===== src/include/simpleRisc_cfg.svh =====
`ifndef SIMPLE_RISC_CFG_SVH
`define SIMPLE_RISC_CFG_SVH

// core sizes
`define SR_WORD_WIDTH 16
`define SR_REG_COUNT 8
`define SR_REG_SEL_WIDTH 3
`define SR_IMM_WIDTH 8           // imm8 field, sign-extended to a word

`endif


===== src/hw/simpleRiscPkg.sv =====
`include "simpleRisc_cfg.svh"

package simpleRiscPkg;

    localparam logic [2:0] opcodeMov = 3'b110;
    localparam logic [2:0] opcodeAlu = 3'b101;

    localparam logic [1:0] opMovReg = 2'b00;
    localparam logic [1:0] opMovImm = 2'b01;
    localparam logic [1:0] opCmp    = 2'b01;  // within the ALU class
    localparam logic [1:0] opMvn    = 2'b11;

    // one-hot register select
    localparam logic [2:0] nselRn = 3'b001;
    localparam logic [2:0] nselRd = 3'b010;
    localparam logic [2:0] nselRm = 3'b100;

    localparam logic vselC   = 1'b0;
    localparam logic vselImm = 1'b1;

    typedef enum logic [1:0] {
        aluAdd,
        aluSub,                               // CMP
        aluAnd,
        aluNot                                // MVN
    } aluOp_t;

    typedef enum logic [1:0] {
        shiftNone,
        shiftLeft,
        shiftRightLogic,
        shiftRightArith
    } shiftOp_t;

    typedef enum logic [2:0] {
        stWait,
        stWriteRn,
        stReadRm,
        stReadRn,
        stShift,
        stExecute,
        stWriteRd
    } ctrlState_t;

    typedef struct packed {
        logic [2:0]                    opcode;
        logic [1:0]                    op;
        logic [`SR_REG_SEL_WIDTH-1:0]  rn;
        logic [`SR_REG_SEL_WIDTH-1:0]  rd;
        logic [`SR_REG_SEL_WIDTH-1:0]  rm;
        shiftOp_t                      shift;
        aluOp_t                        aluOp;
        logic [`SR_WORD_WIDTH-1:0]     imm;
    } decodedInstr_t;

    typedef struct packed {
        logic [2:0] nsel;
        logic       vsel;
        logic       write;
        logic       loada;
        logic       loadb;
        logic       loadc;
        logic       loads;
        logic       asel;                     // A operand forced to zero
        logic       bsel;                     // B operand from immediate
    } controlWord_t;

    typedef struct packed {
        logic z;
        logic n;
        logic v;
    } statusFlags_t;

endpackage


===== src/hw/instructionDecoder.sv =====
`include "simpleRisc_cfg.svh"

module instructionDecoder (
    input  logic                           clk,
    input  logic                           reset,
    input  logic                           load,
    input  logic [`SR_WORD_WIDTH-1:0]      in,
    output simpleRiscPkg::decodedInstr_t   instr
);
    import simpleRiscPkg::*;

    logic [`SR_WORD_WIDTH-1:0] ir;

    always_ff @(posedge clk) begin
        if (reset) begin
            ir <= '0;
        end else if (load) begin
            ir <= in;
        end
    end

    // field layout: opcode op rn rd shift rm, imm8 overlaps rd/shift/rm
    always_comb begin
        instr.opcode = ir[15:13];
        instr.op     = ir[12:11];
        instr.rn     = ir[10:8];
        instr.rd     = ir[7:5];
        instr.rm     = ir[2:0];
        instr.shift  = shiftOp_t'(ir[4:3]);
        instr.aluOp  = aluOp_t'(ir[12:11]);   // op maps straight onto the ALU op
        instr.imm    = {{(`SR_WORD_WIDTH - `SR_IMM_WIDTH){ir[`SR_IMM_WIDTH-1]}},
                        ir[`SR_IMM_WIDTH-1:0]};
    end

endmodule


===== src/hw/controller.sv =====
module controller (
    input  logic                           clk,
    input  logic                           reset,
    input  logic                           s,
    input  simpleRiscPkg::decodedInstr_t   instr,
    output simpleRiscPkg::controlWord_t    ctrl,
    output logic                           w
);
    import simpleRiscPkg::*;

    ctrlState_t state;
    ctrlState_t nextState;
    logic       isMovImm;
    logic       isMovReg;
    logic       isAlu;
    logic       isCmp;

    assign isMovImm = (instr.opcode == opcodeMov) && (instr.op == opMovImm);
    assign isMovReg = (instr.opcode == opcodeMov) && (instr.op == opMovReg);
    assign isAlu    = (instr.opcode == opcodeAlu);
    assign isCmp    = isAlu && (instr.op == opCmp);

    always_ff @(posedge clk) begin
        if (reset) begin
            state <= stWait;
        end else begin
            state <= nextState;
        end
    end

    always_comb begin
        nextState = stWait;
        case (state)
            stWait: begin
                if (s && isMovImm) begin
                    nextState = stWriteRn;
                end else if (s && (isMovReg || isAlu)) begin
                    nextState = stReadRm;
                end                           // unknown encodings stay put
            end
            stWriteRn: nextState = stWait;
            stReadRm: begin
                if (isAlu && instr.op != opMvn) begin
                    nextState = stReadRn;
                end else begin
                    nextState = stShift;      // MOV reg and MVN skip A
                end
            end
            stReadRn:  nextState = stExecute;
            stShift:   nextState = stWriteRd;
            stExecute: nextState = isCmp ? stWait : stWriteRd;
            stWriteRd: nextState = stWait;
            default:   nextState = stWait;
        endcase
    end

    // strobes live for exactly one state
    always_comb begin
        ctrl = '0;
        case (state)
            stWriteRn: begin
                ctrl.nsel  = nselRn;
                ctrl.vsel  = vselImm;
                ctrl.write = 1'b1;
            end
            stReadRm: begin
                ctrl.nsel  = nselRm;
                ctrl.loadb = 1'b1;
            end
            stReadRn: begin
                ctrl.nsel  = nselRn;
                ctrl.loada = 1'b1;
            end
            stShift: begin
                ctrl.asel  = 1'b1;            // 0 + shifted B, or NOT B for MVN
                ctrl.loadc = 1'b1;
            end
            stExecute: begin
                ctrl.loadc = !isCmp;
                ctrl.loads = isCmp;           // CMP only touches flags
            end
            stWriteRd: begin
                ctrl.nsel  = nselRd;
                ctrl.vsel  = vselC;
                ctrl.write = 1'b1;
            end
            default: ctrl = '0;
        endcase
    end

    assign w = (state == stWait);

endmodule


===== src/hw/registerFile.sv =====
`include "simpleRisc_cfg.svh"

module registerFile (
    input  logic                            clk,
    input  logic                            writeEnable,
    input  logic [`SR_REG_SEL_WIDTH-1:0]    writeNum,
    input  logic [`SR_REG_SEL_WIDTH-1:0]    readNum,
    input  logic [`SR_WORD_WIDTH-1:0]       writeData,
    output logic [`SR_WORD_WIDTH-1:0]       readData
);

    logic [`SR_WORD_WIDTH-1:0] regs [`SR_REG_COUNT];

    always_ff @(posedge clk) begin
        if (writeEnable) begin
            regs[writeNum] <= writeData;
        end
    end

    assign readData = regs[readNum];          // async read

endmodule


===== src/hw/executeUnit.sv =====
`include "simpleRisc_cfg.svh"

module executeUnit (
    input  logic [`SR_WORD_WIDTH-1:0]      a,
    input  logic [`SR_WORD_WIDTH-1:0]      b,
    input  logic [`SR_WORD_WIDTH-1:0]      imm,
    input  simpleRiscPkg::shiftOp_t        shift,
    input  simpleRiscPkg::aluOp_t          aluOp,
    input  logic                           asel,
    input  logic                           bsel,
    output logic [`SR_WORD_WIDTH-1:0]      result,
    output simpleRiscPkg::statusFlags_t    flags
);
    import simpleRiscPkg::*;

    localparam int Msb = `SR_WORD_WIDTH - 1;

    logic [`SR_WORD_WIDTH-1:0] shifted;
    logic [`SR_WORD_WIDTH-1:0] ain;
    logic [`SR_WORD_WIDTH-1:0] bin;

    always_comb begin
        case (shift)
            shiftLeft:       shifted = {b[Msb-1:0], 1'b0};
            shiftRightLogic: shifted = {1'b0, b[Msb:1]};
            shiftRightArith: shifted = {b[Msb], b[Msb:1]};
            default:         shifted = b;
        endcase
    end

    assign ain = asel ? '0 : a;
    assign bin = bsel ? imm : shifted;

    always_comb begin
        case (aluOp)
            aluAdd:  result = ain + bin;
            aluSub:  result = ain - bin;
            aluAnd:  result = ain & bin;
            default: result = ~bin;
        endcase
    end

    always_comb begin
        flags.z = (result == '0);
        flags.n = result[Msb];
        case (aluOp)
            aluAdd:  flags.v = (ain[Msb] == bin[Msb]) && (result[Msb] != ain[Msb]);
            aluSub:  flags.v = (ain[Msb] != bin[Msb]) && (result[Msb] != ain[Msb]);
            default: flags.v = 1'b0;
        endcase
    end

endmodule


===== src/hw/datapath.sv =====
`include "simpleRisc_cfg.svh"

module datapath (
    input  logic                           clk,
    input  logic                           reset,
    input  simpleRiscPkg::decodedInstr_t   instr,
    input  simpleRiscPkg::controlWord_t    ctrl,
    output logic [`SR_WORD_WIDTH-1:0]      out,
    output simpleRiscPkg::statusFlags_t    flags
);
    import simpleRiscPkg::*;

    logic [`SR_REG_SEL_WIDTH-1:0] regNum;
    logic [`SR_WORD_WIDTH-1:0]    writeData;
    logic [`SR_WORD_WIDTH-1:0]    readData;
    logic [`SR_WORD_WIDTH-1:0]    regA;
    logic [`SR_WORD_WIDTH-1:0]    regB;
    logic [`SR_WORD_WIDTH-1:0]    regC;
    logic [`SR_WORD_WIDTH-1:0]    aluResult;
    logic                         immWrite;
    statusFlags_t                 aluFlags;
    statusFlags_t                 status;

    // one-hot nsel to a binary register number
    always_comb begin
        case (ctrl.nsel)
            nselRd:  regNum = instr.rd;
            nselRm:  regNum = instr.rm;
            default: regNum = instr.rn;
        endcase
    end

    assign immWrite  = ctrl.write && (ctrl.vsel == vselImm);
    assign writeData = immWrite ? instr.imm : regC;

    registerFile regFile_i (
        .clk         (clk),
        .writeEnable (ctrl.write),
        .writeNum    (regNum),
        .readNum     (regNum),
        .writeData   (writeData),
        .readData    (readData)
    );

    always_ff @(posedge clk) begin
        if (ctrl.loada) begin
            regA <= readData;
        end
        if (ctrl.loadb) begin
            regB <= readData;
        end
    end

    executeUnit exec_i (
        .a      (regA),
        .b      (regB),
        .imm    (instr.imm),
        .shift  (instr.shift),
        .aluOp  (instr.aluOp),
        .asel   (ctrl.asel),
        .bsel   (ctrl.bsel),
        .result (aluResult),
        .flags  (aluFlags)
    );

    always_ff @(posedge clk) begin
        if (reset) begin
            regC   <= '0;
            status <= '0;
        end else begin
            if (ctrl.loadc) begin
                regC <= aluResult;
            end else if (immWrite) begin
                regC <= instr.imm;            // mov imm shows up on out too
            end
            if (ctrl.loads) begin
                status <= aluFlags;
            end
        end
    end

    assign out   = regC;
    assign flags = status;

endmodule


===== src/hw/cpu.sv =====
`include "simpleRisc_cfg.svh"

module cpu (
    input  logic                        clk,
    input  logic                        reset,
    input  logic                        s,
    input  logic                        load,
    input  logic [`SR_WORD_WIDTH-1:0]   in,
    output logic [`SR_WORD_WIDTH-1:0]   out,
    output logic                        N,
    output logic                        V,
    output logic                        Z,
    output logic                        w
);
    import simpleRiscPkg::*;

    decodedInstr_t instr;
    controlWord_t  ctrl;
    statusFlags_t  flags;

    instructionDecoder decoder_i (
        .clk   (clk),
        .reset (reset),
        .load  (load),
        .in    (in),
        .instr (instr)
    );

    controller controller_i (
        .clk   (clk),
        .reset (reset),
        .s     (s),
        .instr (instr),
        .ctrl  (ctrl),
        .w     (w)
    );

    datapath datapath_i (
        .clk   (clk),
        .reset (reset),
        .instr (instr),
        .ctrl  (ctrl),
        .out   (out),
        .flags (flags)
    );

    assign N = flags.n;
    assign V = flags.v;
    assign Z = flags.z;

endmodule


===== config.mk =====
export PLATFORM = sky130hd
export DESIGN_NAME = cpu
export DESIGN_NICKNAME = d
export VERILOG_FILES = /design/src/hw/simpleRiscPkg.sv /design/src/hw/instructionDecoder.sv /design/src/hw/controller.sv /design/src/hw/registerFile.sv /design/src/hw/executeUnit.sv /design/src/hw/datapath.sv /design/src/hw/cpu.sv
export VERILOG_INCLUDE_DIRS = /design/src /design/src/include
export SDC_FILE = /design/constraint.sdc
export NUM_CORES = 1
export LEC_CHECK = 0
export BUFFER_PORTS_ARGS = -buffer_cell sky130_fd_sc_hd__buf_4
export CELL_PAD_IN_SITES_DETAIL_PLACEMENT = 2
export CELL_PAD_IN_SITES_GLOBAL_PLACEMENT = 2
export CORE_MARGIN = 2
export CORE_UTILIZATION = 30
export CTS_CLUSTER_SIZE = 8
export DETAILED_ROUTE_END_ITERATION = 6
export PLACE_DENSITY_LB_ADDON = 0.1
export RECOVER_POWER = 100
export SKIP_LAST_GASP = 1
export SYNTH_ARGS = -nofsm -noshare
export SYNTH_HDL_FRONTEND = slang
export SYNTH_SLANG_ARGS = --single-unit
export TNS_END_PERCENT = 50

===== constraint.sdc =====
create_clock -name clk -period 3.6 [get_ports clk]
set_clock_uncertainty 0.2 [all_clocks]
set_input_delay 0.72 -clock clk [delete_from_list [all_inputs] [get_ports clk]]
set_output_delay 0.72 -clock clk [all_outputs]
set_load 0.02 [all_outputs]

Word-level counts from Yosys, hierarchy flattened:

Memory sizes are Yosys's and may differ from the RTL's.
Index checks and enable logic that the tools add are counted.

* output and inout bits: 20
* RAM bits: 128
* bits of input ports: 20
* memories kept: 1
* bits in registers: 70
* logic and storage cells: 68

Memory list
* datapath_i.regFile_i.regs: words 8, bits a word 16, read ports 1, clocked after memory_dff 0, write ports 1, RTL line registerFile.sv:12 `` logic [`SR_WORD_WIDTH-1:0] regs [`SR_REG_COUNT]; ``

* bitwise gates (word level): 2
* muxes and demuxes: 21
* equality and inequality tests: 19
* add/sub/neg operators: 2
* reductions and logical operators: 15

Operators with widths (count)
* 16-bit one-hot mux with 3 select lines: 2
* 16-bit two-way mux: 3
* 3-bit == test, second input constant: 6
* 16-bit adder: 1
* 16-bit AND: 1
* 16-bit logical NOT: 1
* 16-bit NOT: 1
* 16-bit subtractor: 1
* 3-bit one-hot mux with 5 select lines: 1
* 3-bit by 2-bit == test with 1-bit output, second input constant: 3
* 1-bit logical AND: 9
* 3-bit two-way mux: 3
* 3-bit one-hot mux with 3 select lines: 1
* 2-bit == test, second input constant: 3
* 1-bit two-way mux: 6
* 3-bit one-hot mux with 2 select lines: 1
* 2-bit by 1-bit == test with 1-bit output, second input constant: 2
* 1-bit one-hot mux with 2 select lines: 2
* 2-bit one-hot mux with 2 select lines: 1
* 3-bit by 1-bit == test with 1-bit output, second input constant: 1
* 3-bit logical NOT: 1
* 2-bit logical NOT: 1
* 2-bit two-way mux: 1
* 1-bit != test: 2
* other kinds (5): 5

Longest topological paths before layout:

Gate-level depths: netlist of run 1.

* word-level depth: 8
* mapped depth: 22
* gate-level depth less buffers: 19

Modules after synthesis:

Synthesis of run 1 repeated with hierarchy kept, for this count alone.

* cell total of the unflattened synthesis: 791
* area total of the unflattened synthesis: 10328.7 um^2

Modules (own cells, without submodules)
* registerFile: seq. area each 3843.7 um^2, cells each 198, area each 4973.5 um^2, instances 1
* executeUnit: seq. area each 0.0 um^2, cells each 344, area each 2364.8 um^2, instances 1
* datapath: seq. area each 1341.3 um^2, cells each 137, area each 1968.1 um^2, instances 1
* instructionDecoder: seq. area each 320.3 um^2, cells each 70, area each 715.7 um^2, instances 1
* controller: seq. area each 60.1 um^2, cells each 42, area each 306.5 um^2, instances 1

Worst setup path before layout of run 1:

OpenSTA, ideal clock, no wires.

* kind: reg-to-reg
* start: register decoder_i.ir[4]
* end: register datapath_i.status, in the netlist datapath_i.flags[2]
* data arrival time: 3753 ps
* path buffers: 3
* library setup time: 57 ps
* period minus slack after synthesis: 4010 ps
* slack: -410 ps
* stages on the path, launching flop included: 18
* data required time: 3343 ps
* cell sequence: dfxtp_1 -> buf_2 -> buf_2 -> buf_1 -> a22o_1 -> inv_1 -> ha_1 -> nor2_1 -> xor2_1 -> ha_1 -> nor2b_1 -> o31a_1 -> o2111a_1 -> a2111oi_2 -> o311ai_1 -> nor4_1 -> o2111a_1 -> a21bo_1

* cells in the longest elaborated chain, start to end: 5
* elaborated cells between the ends (all ways): 10
* those cells by class: 2 x add/sub; 3 x eq/ne; 2 x mux; 2 x bitwise; 1 x reduce/logical

RTL lines
* start: declaration: RTL line instructionDecoder.sv:12 `` logic [`SR_WORD_WIDTH-1:0] ir; ``
* start signal: assignment: RTL line instructionDecoder.sv:18 `ir <= in;`
* 2-bit == test or 2-bit by 1-bit == test with 1-bit output (tied branches): RTL line executeUnit.sv:23 `case (shift)`
* 16-bit one-hot mux with 3 select lines *: RTL line executeUnit.sv:23
* 16-bit subtractor, or another cell as far along: RTL line executeUnit.sv:37 `aluSub: result = ain - bin;`
* 16-bit one-hot mux with 3 select lines *: RTL line executeUnit.sv:35 `case (aluOp)`
* 16-bit logical NOT *: RTL line executeUnit.sv:44 `flags.z = (result == '0);`
* end signal: assignment: RTL line datapath.sv:77 `status <= aluFlags;`
* end: declaration: RTL line datapath.sv:22 `statusFlags_t status;`

Every way passes the cells marked *; elsewhere a longest branch is shown, timed or not.
A chain may end at the register's enable or synchronous reset.

Final worst setup path of run 1:

* start: register datapath_i.regB[1]
* end: register datapath_i.status, in the netlist datapath_i.flags[2]

* cells in the longest elaborated chain, start to end: 4
* elaborated cells between the ends (all ways): 7
* those cells by class: 2 x add/sub; 2 x mux; 2 x bitwise; 1 x reduce/logical

RTL lines
* start: declaration: RTL line datapath.sv:17 `` logic [`SR_WORD_WIDTH-1:0] regB; ``
* start signal: assignment: RTL line datapath.sv:50 `regB <= readData;`
* 16-bit one-hot mux with 3 select lines *: RTL line executeUnit.sv:23
* 16-bit subtractor, or another cell as far along: RTL line executeUnit.sv:37
* 16-bit one-hot mux with 3 select lines *: RTL line executeUnit.sv:35
* 16-bit logical NOT *: RTL line executeUnit.sv:44

Marks and branches as above.

==> out/results.txt, run 1 <==
root buffer cell -> clkbuf_16
CTS tree -> yes
vias in the first global route -> 7423
Initial DRT Pass Iterations -> 4
clock share of power -> 0.357
CTS Buf Count -> 17
critical path peak fanout -> 3
DRT iter0 DRCs -> 310
Die Area -> 33800 sq um
H-tree levels -> 4
logic gate share of total power -> 0.177
I/O pin cnt -> 40
Die W -> 184 microns
met3 WL -> 642 microns
PD cells -> 446 nW/um^2
crit path DAT -> 4.15 ns
met1 WL -> 13.7 mm
Total GRT Usage -> 0.187
count of final setup violators -> 11
worst hold slack -> 0.308 ns
Syn Std Cell Area -> 9720 sq um
count leader, synth -> edfxtp_1
Psw -> 1.49 mW
clock buffer depth -> 2
hold endpoint -> decoder_i.ir[2]$_SDFFE_PP0P_
Crit Reg-Reg Endpoint -> datapath_i.flags[2]$_SDFFE_PP0P_
RePlAce Congestion -> 0.788
Int Pwr -> 3.86 mW
Worst Min Path Start -> in[2]
Yosys cell types -> 76
worst vdd ir -> 0.286 mV
R2R cell count -> 16
Seq/Total Area, Yosys -> 0.573
startpoint types -> flip-flop
Post-synth top flop -> edfxtp_1
Flop pwr share -> 0.467
Synth top cells by count -> edfxtp_1 (160), nor2_1 (70), nand2_1 (39)
Post-Synthesis Cells -> 733
Placed Area -> 11300 sq um
max-cap viol count -> 1
fmax -> 0.254 GHz
failing checks -> max-capacitance violations, negative setup slack
top area cells in the synthesized netlist -> edfxtp_1 (49%), dfxtp_1 (7.8%), mux4_2 (7.4%)
DP Wirelength -> 22.5 mm
Antenna Violating Nets Remaining -> 0
top-area cell type share of the netlist area -> 0.494
worst rel slew slack -> 0.00898
crit end category -> flip-flop
worst setup margin -> -0.343 ns
pre-CTS setup slack -> -0.489 ns
sw frac -> 0.278
met2 WL -> 15.2 mm
Synth area leader -> edfxtp_1
routed vias/inst -> 5.19
Port-buffer cells -> 39
placed cell count -> 1248
Leak -> 4.41 nW
CTS clk-pin slew, worst paths -> 0.09 ns
syn_area_per_cell -> 13.3 sq um
cell area after layout -> 12000 sq um
antenna diode count -> 0
Ys Warns -> 0
grt ovf -> 0
Slew Viols, Final -> 0
asr flop ratio synth -> 0
Synth Net Count -> 772
RSZ-0062 raised after global routing -> true
worst skew pair latency -> 0.46 ns
# nets final -> 914
Via Count -> 6697
final hold violation count -> 0
DRC -> 0
fin crit share -> 1.10
CP cell instances -> buf_4 > mux2_2 > mux2i_4 > buf_4 > a31oi_1 > xor2_1 > ha_1 > o21a_1 > o31a_1 > a211oi_1 > a21oi_1 > or4b_4 > nor4_4 > buf_4 > o2111a_1 > a21bo_1
CP Class -> reg2reg
most frequent CP cell -> buf_4
core area -> 31700 sq um
Synth Register Bits -> 198
final wirelength -> 30.2 mm
highest routed layer -> met4
min Tclk post-route -> 3.94 ns
Post-synth EDFFs -> 160
Die Ht -> 184 microns
Worst Hold Depth -> 3
max incr delay on CP -> 0.53 ns
area grow syn2layout -> 23.5%
Tightest Pin Transition -> 1.49 ns
worst path buffer plus inverter count -> 3
largest net degree at the start of global routing -> 40
CP max-delay cell -> or4b_4
FF-to-FF setup slack -> -0.34 ns
Final Core Density -> 0.378
WL/cell -> 23.4 microns
layout cells sized above 1 -> 0.302
Final Non-Filler Cells -> 1290
Worst EP required -> 3.81 ns
first-pass GRT wire length -> 46.4 mm
clock sinks -> 198
Starting Density -> 0.306
initial antenna violation count -> 0
status -> finished with violations
Hold Path Class -> in2reg
Site Rows -> 65
kind of cell adding the most delay to the critical path -> compound AO/OA/AOI/OAI gates
cts hold-fix bufs -> 0
reg2reg start -> datapath_i.regB[1]$_DFFE_PN_
[layout by cell type, fill, tap and decap left out, types with 11 or more instances in the layout]
| cell | n |
|---|---|
| nor2_1 | 68 |
| clkbuf_16 | 17 |
| nand3_1 | 11 |
| a21oi_1 | 25 |
| a211oi_1 | 13 |
| dfxtp_1 | 37 |
| mux2_1 | 25 |
| nand2_1 | 39 |
| xor2_1 | 12 |
| edfxtp_1 | 160 |
| clkbuf_1 | 29 |
| a21o_1 | 12 |
| mux4_2 | 32 |
| ha_1 | 16 |
| and2_1 | 14 |
| nor3_1 | 13 |
| buf_4 | 128 |
| mux2i_1 | 36 |
[kinds of logic after synthesis]
kind of cell,Yosys count,synth area share
simple gates,204,0.104
flops,198,0.573
compound gates,130,0.0946
mux,106,0.159
buf+inv,54,0.0238
xor+xnor,22,0.0206
fa+ha+maj,19,0.0252
[worst min-delay path: stages]
cell and delay [ns]:
buf_4 0.08, mux2i_1 0.05, nor2_1 0.07
[registers in the layout, summed over array words and instances, names as in the netlist]
signal / cells
controller_i.state: 3
datapath_i.flags: 3
datapath_i.out: 16
datapath_i.regA: 16
datapath_i.regB: 16
datapath_i.regFile_i.regs: 128
decoder_i.ir: 16
[what timing repair did]
| action | 4_1_cts | 5_1_grt |
|---|---|---|
| endpoints found under the setup margin | 13 | 15 |
| cloned | 0 | 0 |
| pin swaps | 17 | 9 |
| buffers inserted | 8 | 2 |
| resized for setup | 31 | 16 |
| hold endpoints to repair | 0 | 0 |
[power by group through the flow]
stage	Clock, mW	Sequential, mW	Combinational, mW
2_1_floorplan	0	2.55	0.502
3_3_place_gp	0	2.55	0.848
3_5_place_dp	0	2.55	0.874
4_1_cts	1.96	2.50	0.939
5_1_grt	2.04	2.50	1.03
6_report	1.91	2.50	0.945
[stage by stage]
stage               total power, mW  setup TNS (ns)
finish                         5.35           -1.71
detailed placement             3.43           -3.53
CTS                            5.40           -2.02
floorplan                      3.05           -1.25
global route                   5.57           -4.67
global placement               3.40           -2.39
[metal layers]
metal | vias up | GRT usage
met3 | 25 | 0.0258
met4 | 0 | 0.0541
li1 | 3087 | -
met5 | - | 0
met1 | 3504 | 0.244
met2 | 81 | 0.323
[worst max-delay path by stage]
stage | from | to | slack (ns) | cells past startpoint
3_3_place_gp | decoder_i.ir[3]$_SDFFE_PP0P_ | datapath_i.flags[2]$_SDFFE_PP0P_ | -0.47 | 16
3_5_place_dp | decoder_i.ir[3]$_SDFFE_PP0P_ | datapath_i.flags[2]$_SDFFE_PP0P_ | -0.49 | 12
5_1_grt | decoder_i.ir[3]$_SDFFE_PP0P_ | datapath_i.flags[2]$_SDFFE_PP0P_ | -0.53 | 18
6_report | datapath_i.regB[1]$_DFFE_PN_ | datapath_i.flags[2]$_SDFFE_PP0P_ | -0.34 | 16
4_1_cts | datapath_i.regB[2]$_DFFE_PN_ | datapath_i.flags[0]$_SDFFE_PP0P_ | -0.30 | 15
2_1_floorplan | decoder_i.ir[3]$_SDFFE_PP0P_ | datapath_i.flags[0]$_SDFFE_PP0P_ | -0.24 | 22
[area by class of cell]
| cell class | count | area [sq um] |
|---|---|---|
| Fill cell | 3303 | 19700 |
| Clock inverter | 15 | 171 |
| Timing Repair Buffer | 165 | 1120 |
| Multi-Input combinational cell | 481 | 4170 |
| Tap cell | 402 | 503 |
| Sequential cell | 198 | 5570 |
| Clock buffer | 17 | 425 |
| Inverter | 12 | 45.0 |
Note: power is estimated with default switching activity, not from simulation.
==> inputs of run 2 (changes only) <==
Settings changed: ABC_AREA set to 1, TNS_END_PERCENT 50 to not set.
==> run 2 against run 1 <==
Against the previous run: the flow finishes with violations (negative setup slack); critical path depth up 8; total power up 11%; global-route usage up 2.9 points; synthesized cell count up 41%; first-iteration DRC count up 12%; hold slack worse by 0.041 ns; combinational power up 52%; core utilization up 1.2 points; highest routed layer unchanged.
==> out/results.txt, run 2 <==
status -> finished with violations (unchanged)
failing checks -> negative setup slack (was max-capacitance violations, negative setup slack)
PD cells -> 479 nW/um^2 (was 446 nW/um^2)
RePlAce Congestion -> 0.836 (was 0.788)
area grow syn2layout -> 27.3% (was 23.5%)
hold endpoint -> datapath_i.flags[0]$_SDFFE_PP0P_ (was decoder_i.ir[2]$_SDFFE_PP0P_)
CP max-delay cell -> dfxtp_4 (was or4b_4)
Adder-Cell Fraction of Synth Area -> 0.0252 (about the same)
Placed Area -> 11500 sq um (was 11300 sq um)
FF+latch area -> 5570 sq um (about the same)
Die Ht -> 184 microns (about the same)
core area -> 31800 sq um (was 31700 sq um)
max-cap viol count -> 0 (was 1)
antenna diode count -> 0 (unchanged)
top area cells in the synthesized netlist -> edfxtp_1 (49%), dfxtp_1 (7.8%), nand2_1 (6.7%) (was edfxtp_1 (49%), dfxtp_1 (7.8%), mux4_2 (7.4%))
R2R cell count -> 24 (was 16)
root buffer cell -> clkbuf_16 (unchanged)
Die Area -> 33900 sq um (was 33800 sq um)
commonest non-fill, non-tap cell in the layout -> edfxtp_1 (unchanged)
Reg with most FFs -> datapath_i.regFile_i.regs (unchanged)
largest family of logic cells by synthesized area -> simple AND/OR/NAND/NOR gates (was multiplexers)
Total GRT Usage -> 0.216 (was 0.187)
min Tclk post-route -> 3.67 ns (was 3.94 ns)
Tot Pwr -> 5.94 mW (was 5.35 mW)
fin crit share -> 1.02 (was 1.10)
Syn Std Cell Area -> 9740 sq um (was 9720 sq um)
Synth Net Count -> 1075 (was 772)
worst skew pair latency -> 0.45 ns (was 0.46 ns)
worst path buffer plus inverter count -> 5 (was 3)
Synth area leader -> edfxtp_1 (unchanged)
final wirelength -> 35.3 mm (was 30.2 mm)
RSZ-0062 raised after global routing -> true (unchanged)
fmax -> 0.272 GHz (was 0.254 GHz)
Via Count -> 8160 (was 6697)
syn_area_per_cell -> 9.41 sq um (was 13.3 sq um)
H-tree levels -> 4 (unchanged)
Post-synth EDFFs -> 160 (unchanged)
Tightest Pin Transition -> 1.28 ns (was 1.49 ns)
crit end category -> flip-flop (unchanged)
max incr delay on CP -> 0.37 ns (was 0.53 ns)
Hold Path Class -> reg2reg (was in2reg)
final hold violation count -> 0 (unchanged)
top-area cell type share of the netlist area -> 0.493 (was 0.494)
FF-to-FF setup slack -> -0.07 ns (was -0.34 ns)
I/O pin cnt -> 40 (unchanged)
CP cell instances -> buf_6 > nand2_2 > a21boi_4 > ha_4 > nand3_4 > nor2_4 > nand2_2 > nor3_4 > buf_4 > buf_4 > a41oi_2 > xnor2_1 > inv_1 > ha_4 > nand2_2 > nor2_1 > nand3_1 > buf_4 > nand3_1 > nand3_1 > nand3_2 > nor2_1 > nand3_1 > a21oi_1 (was buf_4 > mux2_2 > mux2i_4 > buf_4 > a31oi_1 > xor2_1 > ha_1 > o21a_1 > o31a_1 > a211oi_1 > a21oi_1 > or4b_4 > nor4_4 > buf_4 > o2111a_1 > a21bo_1)
Seq/Total Area, Yosys -> 0.571 (was 0.573)
Largest register FFs -> 128 (unchanged)
post-synthesis xor/xnor area fraction -> 0.0126 (was 0.0206)
Post-synth top flop -> edfxtp_1 (unchanged)
cts hold-fix bufs -> 0 (unchanged)
CTS tree -> yes (unchanged)
crit path DAT -> 3.81 ns (was 4.15 ns)
Ys Warns -> 0 (unchanged)
Leak -> 5.09 nW (was 4.41 nW)
Yosys cell types -> 45 (was 76)
Antenna Violating Nets Remaining -> 0 (unchanged)
Worst Min Path Start -> datapath_i.flags[0]$_SDFFE_PP0P_ (was in[2])
Filler cells -> 3488 (was 3303)
count leader, synth -> nand2_1 (was edfxtp_1)
most frequent CP cell -> nand3_1 (was buf_4)
count of final setup violators -> 2 (was 11)
DP Wirelength -> 26.3 mm (was 22.5 mm)
Synth top cells by count -> nand2_1 (174), edfxtp_1 (160), nor2_1 (137) (was edfxtp_1 (160), nor2_1 (70), nand2_1 (39))
CTS clk-pin slew, worst paths -> 0.08 ns (was 0.09 ns)
critical path peak fanout -> 5 (was 3)
routed vias/inst -> 4.94 (was 5.19)
vias in the first global route -> 8839 (was 7423)
DRT iter0 DRCs -> 348 (was 310)
asr flop ratio synth -> 0 (unchanged)
Synth Register Bits -> 198 (unchanged)
worst vdd ir -> 0.251 mV (was 0.286 mV)
Slew Viols, Final -> 0 (unchanged)
Worst Hold Depth -> 2 (was 3)
worst rel slew slack -> 0.147 (was 0.00898)
Port-buffer cells -> 39 (unchanged)
clock buffer depth -> 2 (unchanged)
clock sinks -> 198 (unchanged)
cell area after layout -> 12400 sq um (was 12000 sq um)
reg2reg start -> decoder_i.ir[4]$_SDFFE_PP0P_ (was datapath_i.regB[1]$_DFFE_PN_)
multi-input logic area -> 3960 sq um (was 4170 sq um)
Synth Area in Compound Gates -> 0.125 (was 0.0946)
Site Rows -> 65 (unchanged)
largest net degree at the start of global routing -> 35 (was 40)
CP Class -> reg2reg (unchanged)
most frequent cells in the layout -> edfxtp_1 (160), nand2_1 (154), buf_4 (130) (was edfxtp_1 (160), buf_4 (128), nor2_1 (68))
# nets final -> 1243 (was 914)
grt ovf -> 0 (unchanged)
Starting Density -> 0.306 (about the same)
WL/cell -> 21.4 microns (was 23.4 microns)
Worst EP required -> 3.74 ns (was 3.81 ns)
DRC -> 0 (unchanged)
CTS Buf Count -> 17 (unchanged)
Crit Reg-Reg Endpoint -> datapath_i.flags[2]$_SDFFE_PP0P_ (unchanged)
kind of cell adding the most delay to the critical path -> simple AND/OR/NAND/NOR gates (was compound AO/OA/AOI/OAI gates)
startpoint types -> flip-flop (unchanged)
first-pass GRT wire length -> 53.9 mm (was 46.4 mm)
Die W -> 184 microns (about the same)
layout cells sized above 1 -> 0.261 (was 0.302)
Post-Synthesis Cells -> 1036 (was 733)
initial antenna violation count -> 0 (unchanged)
worst setup margin -> -0.0718 ns (was -0.343 ns)
multiplexer area fraction after synthesis -> 0 (was 0.159)
Initial DRT Pass Iterations -> 4 (unchanged)
simple-gate share of the synthesized area -> 0.203 (was 0.104)
==> run 2: cells by family after synthesis <==
group | after synthesis
xor+xnor | 14
simple gates | 448
fa+ha+maj | 19
buf+inv | 157
flops | 198
compound gates | 200
==> run 2: layer usage <==
metal	track usage	wire (microns)	vias to the layer above
met3	0.0225	676	24
met4	0.0410	408	0
met5	0	0	-
met1	0.297	17000	4137
li1	-	-	3902
met2	0.371	17200	97
==> run 2: what timing repair did <==
action / CTS / global route
pin swaps: 19 / 41
hold endpoints to repair: 0 / 0
resized for setup: 42 / 78
endpoints found under the setup margin: 11 / 12
setup buffers: 4 / 7
==> run 2: worst reg2reg max path: stages (launching register included) <==
cell and delay (ns):
dfxtp_4 0.37, buf_6 0.13, nand2_2 0.06, a21boi_4 0.20, ha_4 0.17, nand3_4 0.10, nor2_4 0.11, nand2_2 0.08
nor3_4 0.19, buf_4 0.15, buf_4 0.10, a41oi_2 0.09, xnor2_1 0.19, inv_1 0.10, ha_4 0.32, nand2_2 0.11
nor2_1 0.13, nand3_1 0.13, buf_4 0.16, nand3_1 0.07, nand3_1 0.09, nand3_2 0.12, nor2_1 0.05, nand3_1 0.08
a21oi_1 0.06
==> run 2: power breakdown <==
group | switching [mW] | internal (mW)
Clock | 0.970 | 1.00
Combinational | 0.878 | 0.559
Sequential | 0.0214 | 2.51
Total | 1.87 | 4.07
==> run 2: worst max-delay path by stage <==
stage	start	end	slack (ns)	cells past startpoint
6_report	decoder_i.ir[4]$_SDFFE_PP0P_	datapath_i.flags[2]$_SDFFE_PP0P_	-0.07	24
3_5_place_dp	decoder_i.ir[4]$_SDFFE_PP0P_	datapath_i.flags[2]$_SDFFE_PP0P_	-0.40	22
3_3_place_gp	decoder_i.ir[4]$_SDFFE_PP0P_	datapath_i.flags[2]$_SDFFE_PP0P_	-0.26	22
4_1_cts	decoder_i.ir[4]$_SDFFE_PP0P_	datapath_i.flags[2]$_SDFFE_PP0P_	-0.19	23
5_1_grt	decoder_i.ir[4]$_SDFFE_PP0P_	datapath_i.flags[2]$_SDFFE_PP0P_	-0.36	22
2_1_floorplan	decoder_i.ir[4]$_SDFFE_PP0P_	datapath_i.flags[1]$_SDFFE_PP0P_	0.22	26
==> run 2: per-stage QoR <==
step                      std cells  setup TNS (ns)  setup WS, ns  hold slack, ns   util
after CTS                      1645          -0.548        -0.193           0.269  0.385
final                          1652          -0.102       -0.0718           0.267  0.390
after global routing           1652           -5.60        -0.362           0.287  0.390
after floorplan                1036               0         0.225           0.244      -
after global placement         1609           -1.46        -0.261           0.259  0.360
after detailed placement       1609           -2.44        -0.405           0.260  0.360
==> run 2: layout make-up <==
class / instances / share of cell area
Sequential cell: 198 / 0.449
Multi-Input combinational cell: 681 / 0.319
Timing Repair Buffer: 184 / 0.102
Tap cell: 435 / 0.0439
Inverter: 122 / 0.0373
Clock buffer: 17 / 0.0343
Clock inverter: 15 / 0.0146
